--- config.mk ---
export PLATFORM = sky130hd
export DESIGN_NAME = display
export DESIGN_NICKNAME = d
export VERILOG_FILES = /design/src/hw/cpu_pkg.sv /design/src/hw/display.sv
export SDC_FILE = /design/constraint.sdc
export NUM_CORES = 1
export LEC_CHECK = 0
export ABC_AREA = 1
export BUFFER_PORTS_ARGS = -buffer_cell sky130_fd_sc_hd__buf_2
export CORE_ASPECT_RATIO = 0.9
export CORE_MARGIN = 2
export CORE_UTILIZATION = 30
export DETAILED_ROUTE_END_ITERATION = 7
export GPL_ROUTABILITY_DRIVEN = 1
export SYNTH_ARGS = -nofsm -noshare
export SYNTH_HDL_FRONTEND = slang
export SYNTH_SLANG_ARGS = --single-unit
--- constraint.sdc ---
create_clock -name vclk -period 1.25
set_input_delay 0.25 -clock vclk [all_inputs]
set_output_delay 0.25 -clock vclk [all_outputs]
set_load 0.05 [all_outputs]
--- src/prog.mem ---
// One 16-bit instruction per line in hex, starting at address 00
// Fields: op[15:12] imm[11:6] (rs in [8:6]) rt[5:3] rd[2:0]
6141 // 00 addi r1, r0, 5
6F42 // 01 addi r2, r0, -3
0053 // 02 add  r3, r1, r2
8CC3 // 03 sw   r3 -> F3 leds
1053 // 04 sub  r3, r1, r2
8CC3 // 05 sw   r3 -> leds
2053 // 06 and  r3, r1, r2
8CC3 // 07 sw   r3 -> leds
3053 // 08 or   r3, r1, r2
8CC3 // 09 sw   r3 -> leds
4053 // 0A xor  r3, r1, r2
8CC3 // 0B sw   r3 -> leds
508B // 0C slt  r3, r2, r1 (negative operand)
8CC3 // 0D sw   r3 -> leds
5053 // 0E slt  r3, r1, r2
8CC3 // 0F sw   r3 -> leds
8802 // 10 sw   r2 -> E0
7805 // 11 lw   r5 <- E0
8CC5 // 12 sw   r5 -> leds
906A // 13 beq  r5, r2, +1 (taken)
8CC1 // 14 sw   r1 -> leds (skipped)
904A // 15 beq  r1, r2, +1 (not taken)
6087 // 16 addi r7, r0, 2
6076 // 17 addi r6, r6, 1
9077 // 18 beq  r6, r7, +1
AF17 // 19 j    0xF17 -> 17
8CC6 // 1A sw   r6 -> leds
8C01 // 1B sw   r1 -> F0 scl
8C40 // 1C sw   r0 -> F1 sda low
8C00 // 1D sw   r0 -> F0 scl
8C80 // 1E sw   r0 -> F2 release sda
7C43 // 1F lw   r3 <- F1 sda pin
8CC3 // 20 sw   r3 -> leds
7C43 // 21 lw   r3 <- F1 sda pin
8CC3 // 22 sw   r3 -> leds
F000 // 23 halt

--- src/hw/cpu_pkg.sv ---
package cpu_pkg;

	// Field and bus widths
	localparam int instr_width    = 16;
	localparam int reg_width      = 16;
	localparam int op_width       = 4;
	localparam int num_regs_width = 3;
	localparam int imm_width      = 6;
	localparam int jimm_width     = 12;
	localparam int mem_addr_width = 8;

	typedef logic [reg_width-1:0]      word_t;
	typedef logic [instr_width-1:0]    instr_t;
	typedef logic [num_regs_width-1:0] reg_idx_t;
	typedef logic [mem_addr_width-1:0] mem_addr_t;

	// Active low, segments a..g in bits 0..6, point in bit 7
	typedef logic [7:0] seg_t;

	typedef enum logic [op_width-1:0] {
		op_add  = 4'd0,
		op_sub  = 4'd1,
		op_and  = 4'd2,
		op_or   = 4'd3,
		op_xor  = 4'd4,
		op_slt  = 4'd5,
		op_addi = 4'd6,
		op_lw   = 4'd7,
		op_sw   = 4'd8,
		op_beq  = 4'd9,
		op_j    = 4'd10,
		op_halt = 4'd15
	} opcode_e;

	typedef enum logic [2:0] {
		alu_add,
		alu_sub,
		alu_and,
		alu_or,
		alu_xor,
		alu_slt
	} alu_op_e;

	typedef struct packed {
		logic    halted;
		logic    jtype;
		logic    is_beq;
		logic    is_lw;
		logic    is_sw;
		logic    alu_use_imm;
		logic    reg_write_en;
		alu_op_e alu_op;
	} ctrl_t;

	// Memory mapped I/O
	localparam mem_addr_t scl_addr       = 8'hF0;
	localparam mem_addr_t sda_addr       = 8'hF1;
	localparam mem_addr_t sda_clear_addr = 8'hF2;
	localparam mem_addr_t led_addr       = 8'hF3;

	localparam seg_t seg_display_off = 8'hFF;

	// Clocks per run-mode instruction
	localparam int step_div = 64;

	localparam prog_file = "/design/src/prog.mem";

endpackage
--- src/hw/display.sv ---
`timescale 1ns/1ps

module display (
	input  logic                 enable,
	input  cpu_pkg::mem_addr_t   pc,
	input  cpu_pkg::instr_t      instr,
	output cpu_pkg::seg_t [5:0]  hex
);
	import cpu_pkg::*;

	function automatic seg_t hex_digit(input logic [3:0] nib);
		case (nib)
			4'h0: return 8'hC0;
			4'h1: return 8'hF9;
			4'h2: return 8'hA4;
			4'h3: return 8'hB0;
			4'h4: return 8'h99;
			4'h5: return 8'h92;
			4'h6: return 8'h82;
			4'h7: return 8'hF8;
			4'h8: return 8'h80;
			4'h9: return 8'h90;
			4'hA: return 8'h88;
			4'hB: return 8'h83;
			4'hC: return 8'hC6;
			4'hD: return 8'hA1;
			4'hE: return 8'h86;
			default: return 8'h8E;
		endcase
	endfunction

	always_comb begin
		if (enable) begin
			// PC on the left pair, instruction on the right four
			hex[5] = hex_digit(pc[7:4]);
			hex[4] = hex_digit(pc[3:0]);
			hex[3] = hex_digit(instr[15:12]);
			hex[2] = hex_digit(instr[11:8]);
			hex[1] = hex_digit(instr[7:4]);
			hex[0] = hex_digit(instr[3:0]);
		end else begin
			hex = {6{seg_display_off}};
		end
	end

endmodule

==> results.toml, run 1 <==
[drt]
drt_pre_antenna_iters = 4
dr_total_vias = 2383
drt-total-wl_mm = 6.67
post_drt_wl_per_cell_um = 13.7
dr.first_iter.drc_count = 65
remaining_drc_errors = 0
detail-route-antenna-nets = 0
via_per_inst = 4.89

[placement]
place.detailed.instances = 478
gpl.final_weighted_congestion = 0.913
numPortBuffers = 67
detailedPlacementHpwl_mm = 4.00

[grt]
wire_length_of_the_first_global_routing_pass_mm = 10.4
grt_overflow_total = 0
global_route.peak_usage_layer = "met2"
use_met1_pct = 25.1
antenna_violations_before_repair = 0
first_global_vias = 2248
gr-usage-met3_pct = 0
grt_use_total_pct = 18.0
grt_max_degree = 29
grt_use_met2_pct = 32.2

[die]
chipWidth_um = 86.4
floorplan.die_area_um2 = 6760
vertical_die_dimension_um = 78.2
std_cell_rows = 27
floorplan.io_pins = 73
initial_utilization_pct = 30.5
coreArea_um2 = 6010

[synthesis]
yosys-mux-area-fraction_pct = 0
yosys_warnings = 0
mappedNetlistArea_um2 = 1830
yosys.area_share.xor_xnor_pct = 0
synth_cell_type_count = 17
yosys.area_share.adder_pct = 28.6
synth_compound_gate_area_share_pct = 6.55
largest_family_of_logic_cells_by_synthesized_area = "simple AND/OR/NAND/NOR gates"
post_synthesis_average_cell_area_um2 = 5.84
synth-simple-area-share_pct = 46.9
ys_seq_area_share_pct = 0
post_synth_inst_count = 314

[final_layout]
ff_latch_area_um2 = 0
num_antenna_cells = 0
area_delta_synth_final_pct = 133
layout.nets = 484
clkbuf_count = 0
share_of_final_layout_standard_cells_stronger_than_drive_strength_1_pct = 75.9
mostFrequentLayoutCells = "nand2_1 (57), nand3_2 (54), buf_8 (41)"
fin_cells = 487
final.fill_count = 425
flops_and_latches = 0
mostFrequentLayoutCell = "nand2_1"

[worst_setup_path]
worst-endpoint-arrival_ns = 1.16
timing.critical_path.fanout_max = 5
worstSetupPathType = "input pin to output port"
kind_of_end_point_of_the_critical_path = "output port"
startpoint_type = "input pin"
cp_data_required_time_ns = 1.00

[power]
power-per-cell-area_nw_per_um2 = 441
vdd_drop_max_uv = 255
p_leak_nw = 1.94

[sta]
period_share_pct = 113
finalHoldViolCount = 0
finalWorstSetupSlack_ns = -0.164
final_period_minus_worst_setup_slack_ns = 1.41
rsz0062_at_grt = "true"
fmaxAchievable_ghz = 0.707
fin_worst_hold_slack_ns = 0.982
setup_viol_count_final = 37
setup_tns_ns = -2.77
drv_slew = 0

[outcome]
violated_checks = "negative setup slack"
run_status = "complete, but fails checks"

[job]
max_cap_violations = 0

[hold_path]
timing.hold.worst.class = "input pin to output port"
what timing repair did:
action                                  4_1_cts  5_1_grt
resized for setup                           259      114
hold buffers                                  0        0
endpoints found under the setup margin       42       42
buffers inserted                              4        5
pin swaps                                    62       42
critical path, stage by stage:
cell and delay (ns):
buf_12 0.12, inv_16 0.03, buf_8 0.12, buf_4 0.14, ha_4 0.15, nand2_2 0.05
nand3_2 0.07, nand3_2 0.09, buf_8 0.14
layout make-up:
type / instances / area (µm²) / share of cell area (%)
multi-input combinational: 260 / 2520 / 58.8
tap: 72 / 90.1 / 2.11
inverter: 36 / 283 / 6.61
timing repair buffer: 119 / 1390 / 32.4
final timing paths:
check / startpoint / endpoint / slack, ns / cells past startpoint
setup / recovery: pc[0] / hex[36] / -0.16 / 9
hold / removal: instr[7] / hex[11] / 0.98 / 4
metal layers:
metal | up-vias | share of wire, % | wire length [µm]
met5 | - | 0 | 0
met4 | 0 | 0.79 | 53
met3 | 6 | 2.5 | 169
met2 | 52 | 53 | 3540
met1 | 1115 | 44 | 2910
li1 | 1210 | - | -
cell families (layout without fill, tap and decap cells):
kind of cell,count (synthesis),after routing
adders and majority gates,42,42
buffers and inverters,59,155
and+or+nand+nor,194,194
AOI/OAI and AO/OA,18,18
other,1,6
synth_stat cells:
library cell	n	area, µm²
inv_1	30	113
buf_6	6	67.6
o21ai_2	4	35.0
buf_4	11	82.6
ha_1	42	526
nand3_2	2	20.0
o21ai_1	8	40.0
conb_1	1	3.75
buf_2	5	25.0
clkbuf_8	1	13.8
nand3_1	80	400
nand2_2	2	12.5
o211ai_1	6	45.0
nand2_4	2	22.5
nand2_1	105	394
nor2_1	3	11.3
inv_2	6	22.5
per-stage QoR:
| stage | utilization, % | setup slack [ns] | power, mW | instance area [µm²] |
|---|---|---|---|---|
| 2_1_floorplan | - | -0.250 | 0.947 | 2210 |
| 3_3_place_gp | 46.3 | -0.367 | 1.27 | 2780 |
| 3_5_place_dp | 46.3 | -0.365 | 1.27 | 2780 |
| 4_1_cts | 63.2 | -0.110 | 1.67 | 3800 |
| 5_1_grt | 71.1 | -0.211 | 2.00 | 4280 |
| 6_report | 71.1 | -0.164 | 1.89 | 4280 |
power breakdown:
part,internal [mW],leakage [nW],switching (mW)
Combinational,0.781,1.94,1.11
Clock,0,0,0
Sequential,0,0,0
Total,0.781,1.94,1.11
Note: power is estimated with default switching activity, not from simulation.
==> run 2, diff against run 1 <==
Settings changed: BUFFER_PORTS_ARGS -buffer_cell sky130_fd_sc_hd__buf_2 to -buffer_cell sky130_fd_sc_hd__buf_4, CORE_ASPECT_RATIO 0.9 to 1.75.
==> run 2 against run 1 <==
Net effect: the run still ends with negative setup slack left; critical path depth shrank 2; non-clock buffer count fell by 5; cell count is 0.21% higher; wire length up 5.6%; critical path type unchanged; critical endpoint is now hex[18]; highest routed layer unchanged.
==> results.toml, run 2 (synthesized netlist as in run 1, its figures left out) <==
[final_layout]
final.fill_count = 383
mostFrequentLayoutCell = "nand3_2"
flops_and_latches = 0
area_delta_synth_final_pct = 139
num_antenna_cells = 0
ff_latch_area_um2 = 0
layout.core_utilization_pct = 74.7
clkbuf_count = 0
share_of_final_layout_standard_cells_stronger_than_drive_strength_1_pct = 75.9
mostFrequentLayoutCells = "nand3_2 (63), nand2_1 (60), nand2_2 (39), ha_4 (39), buf_6 (35)"
layout.nets = 479

[grt]
first_global_vias = 2412
antenna_violations_before_repair = 0
grt_use_total_pct = 18.6
grt_overflow_total = 0
grt_max_degree = 21
wire_length_of_the_first_global_routing_pass_mm = 10.7

[worst_setup_path]
cp_data_required_time_ns = 1.00
critPathTopFamily = "buffers and inverters"
worst-endpoint-arrival_ns = 1.13
cpPeakStageDelay_ns = 0.24
worstSetupStartpoint = "instr[8]"
startpoint_type = "input pin"
critical-path-slowest-cell = "buf_4"
kind_of_end_point_of_the_critical_path = "output port"
crit_chain = "buf_12 -> inv_16 -> buf_8 -> ha_4 -> nand2_2 -> o211ai_1 -> buf_4"
timing.critical_path.fanout_max = 4
critical_path_buf_inv_count = 4
worstSetupPathType = "input pin to output port"

[placement]
gpl.final_weighted_congestion = 0.800
detailedPlacementHpwl_mm = 4.60
numPortBuffers = 67
place_ws_ns = -0.249

[die]
std_cell_rows = 37
floorplan.io_pins = 73
chipWidth_um = 63.1
initial_utilization_pct = 31.2
floorplan.die_area_um2 = 6780
coreArea_um2 = 5880
vertical_die_dimension_um = 107

[sta]
finalWorstSetupSlack_ns = -0.133
fmaxAchievable_ghz = 0.723
finalHoldViolCount = 0
drv_slew = 0
rsz0062_at_grt = "true"
period_share_pct = 111
setup_tns_ns = -1.36
final_period_minus_worst_setup_slack_ns = 1.38
setup_viol_count_final = 23

[drt]
dr.first_iter.drc_count = 78
drt-total-wl_mm = 7.05
detail-route-antenna-nets = 0
remaining_drc_errors = 0
post_drt_wl_per_cell_um = 14.4
drt_pre_antenna_iters = 4
dr_total_vias = 2429
via_per_inst = 4.98

[power]
p_leak_nw = 1.93
power-per-cell-area_nw_per_um2 = 442
vdd_drop_max_uv = 264

[hold_path]
min-delay-start = "enable"
timing.hold.worst.class = "input pin to output port"

[outcome]
run_status = "complete, but fails checks"
violated_checks = "negative setup slack"

[job]
max_cap_violations = 0

[clock_network]
holdBufCountCts = 0
[run 2: changes by cell type in the layout (fill, tap and decap cells not counted), moves of 6 or more]
| cell | previous run | this run |
|---|---|---|
| buf_12 | 9 | 16 |
| buf_8 | 41 | 33 |
| buf_2 | 11 | 0 |
| nand3_2 | 54 | 63 |
| inv_2 | 17 | 11 |
| buf_6 | 27 | 35 |
| nand3_1 | 24 | 15 |
[run 2: where the power goes]
| part | internal, mW | leakage [nW] | switching, mW |
|---|---|---|---|
| Combinational | 0.813 | 1.93 | 1.13 |
| Clock | 0 | 0 | 0 |
| Sequential | 0 | 0 | 0 |
[run 2: layout make-up]
| cell class | count | area, µm² | share of cell area, % |
|---|---|---|---|
| inverters | 36 | 304 | 6.93 |
| multi-input cells | 260 | 2550 | 58.2 |
| well taps | 78 | 97.6 | 2.22 |
| repair buffers | 114 | 1440 | 32.7 |
[run 2: worst paths after layout]
| kind | slack (ns) | endpoint | depth (start not counted) |
|---|---|---|---|
| worst max-delay path | -0.13 | hex[18] | 7 |
| worst min-delay path | 0.88 | hex[9] | 3 |
[run 2: repair_timing]
item | in CTS | in global routing
resized for setup | 216 | 114
setup buffers | 3 | 5
setup endpoints to repair | 42 | 42
pin swaps | 52 | 49
[run 2: through the flow]
stage	cell area, µm²	instances	hold slack (ns)	power (mW)
floorplan	2210	319	0.823	0.947
global placement	2950	480	0.913	1.37
detailed placement	2950	480	0.907	1.38
CTS	3910	483	0.881	1.72
global route	4390	488	0.890	2.04
finish	4390	488	0.881	1.94
[run 2: metal layers]
layer / track usage, % / part of all wire [%] / up-vias
met5: 0 / 0 / -
met4: 2.86 / 1.1 / 0
met3: 0.628 / 3.2 / 8
met2: 41.6 / 61 / 65
met1: 18.1 / 35 / 1160
li1: - / - / 1196
==> run 3, diff against run 2 <==
Settings changed: CORE_ASPECT_RATIO 1.75 to 0.6.
==> run 3 against run 2 <==
Net effect: the run still ends with negative setup slack left; design area decreased by 5.4%; global-route usage decreased by 0.42 points; via count down 2.6%; wire length fell by 2.0%; die area about the same; power shrank 4.4%; core utilization shrank 5.5 points; combinational power shrank 4%; clock-buffer cell count unchanged; first-iteration DRC count down 12%; cell count up 0.20%; critical path depth did not move.
==> results.toml, run 3 (synthesized netlist as in run 1, its figures left out) <==
[worst_setup_path]
cpPeakStageDelay_ns = 0.23
worstSetupStartpoint = "instr[12]"
critical_path_buf_inv_count = 4
timing.critical_path.fanout_max = 4
worst-endpoint-arrival_ns = 1.08
critical-path-slowest-cell = "buf_4"
cp_data_required_time_ns = 1.00
critPathTopFamily = "buffers and inverters"
kind_of_end_point_of_the_critical_path = "output port"
worstSetupPathType = "input pin to output port"
crit_chain = "buf_12 -> inv_16 -> buf_8 -> ha_4 -> nand2_2 -> o211ai_1 -> buf_4"
startpoint_type = "input pin"

[sta]
fin_worst_hold_slack_ns = 0.888
finalHoldViolCount = 0
rsz0062_at_grt = "true"
fmaxAchievable_ghz = 0.749
drv_slew = 0
finalWorstSetupSlack_ns = -0.0849
period_share_pct = 107
final_period_minus_worst_setup_slack_ns = 1.33
setup_viol_count_final = 34

[hold_path]
timing.hold.worst.class = "input pin to output port"
holdPathStages = 3
sink_of_the_worst_hold_path = "hex[21]"
min-delay-start = "enable"

[die]
chipWidth_um = 105
std_cell_rows = 22
coreArea_um2 = 6000
floorplan.die_area_um2 = 6780
vertical_die_dimension_um = 64.6
floorplan.io_pins = 73
initial_utilization_pct = 30.6

[grt]
grt_overflow_total = 0
grt_use_total_pct = 18.2
wire_length_of_the_first_global_routing_pass_mm = 10.6
first_global_vias = 2242
grt_max_degree = 15
gr-usage-met3_pct = 0.402
use_met1_pct = 25.7
global_route.peak_usage_layer = "met2"
antenna_violations_before_repair = 0
grt_use_met2_pct = 32.5

[final_layout]
layout.nets = 474
area_delta_synth_final_pct = 126
flops_and_latches = 0
final_area_um2 = 4150
share_of_final_layout_standard_cells_stronger_than_drive_strength_1_pct = 70.4
fin_cells = 489
mostFrequentLayoutCell = "nand2_1"
num_antenna_cells = 0
clkbuf_count = 0
mostFrequentLayoutCells = "nand2_1 (71), nand3_2 (53), ha_4 (36)"
ff_latch_area_um2 = 0

[placement]
dpl-instance-area_um2 = 2950
detailedPlacementHpwl_mm = 4.52
numPortBuffers = 67
gpl.final_weighted_congestion = 0.842
place.detailed.instances = 484

[drt]
detail-route-antenna-nets = 0
dr.first_iter.drc_count = 69
via_per_inst = 4.84
post_drt_wl_per_cell_um = 14.1
drt_pre_antenna_iters = 4
remaining_drc_errors = 0
dr_total_vias = 2367
drt-total-wl_mm = 6.91

[power]
power-per-cell-area_nw_per_um2 = 447
p_leak_nw = 1.85
vdd_drop_max_uv = 337
total_power_mw = 1.86

[outcome]
violated_checks = "negative setup slack"
run_status = "complete, but fails checks"

[job]
max_cap_violations = 0

[clock_network]
holdBufCountCts = 0
==> run 3: repair_timing <==
item                                    4_1_cts  5_1_grt
pin swaps                                    47       34
buffers inserted                              2        3
gates resized for setup                     199       82
endpoints found under the setup margin       42       42
==> run 3: area by class of cell <==
type	instances	area, µm²
multi-input cells	260	2430
repair buffers	109	1320
well taps	84	105
fillers	474	1850
inverters	36	290
==> run 3: per-stage QoR <==
| stage | util, % | TNS (ns) | setup WS [ns] |
|---|---|---|---|
| 4_1_cts | 63.0 | -1.17 | -0.0765 |
| 5_1_grt | 69.2 | -2.93 | -0.128 |
| 6_report | 69.2 | -1.44 | -0.0849 |
| 3_3_place_gp | 49.1 | -6.76 | -0.248 |
| 3_5_place_dp | 49.1 | -6.99 | -0.261 |
| 2_1_floorplan | - | -1.51 | -0.250 |
==> run 3: how the worst max path moves through the flow <==
stage | end | slack [ns] | depth (start not counted)
after floorplan | hex[18] | -0.25 | 4
after global placement | hex[19] | -0.25 | 9
after detailed placement | hex[19] | -0.26 | 9
after CTS | hex[26] | -0.08 | 7
after global routing | hex[27] | -0.13 | 9
final | hex[26] | -0.08 | 7
==> run 3: metal layers <==
layer | share of wire, % | vias to the layer above
li1 | - | 1191
met1 | 47 | 1113
met2 | 49 | 55
met3 | 2.7 | 8
met4 | 1.6 | 0
met5 | 0 | -
==> run 3: worst min-delay path, delay by kind of cell <==
family	cells	cell delay, ns
buffers and inverters	2	0.30
and+or+nand+nor	1	0.09
==> run 3: power breakdown <==
group | switching [mW] | internal [mW]
clock network | 0 | 0
registers | 0 | 0
logic | 1.10 | 0.760
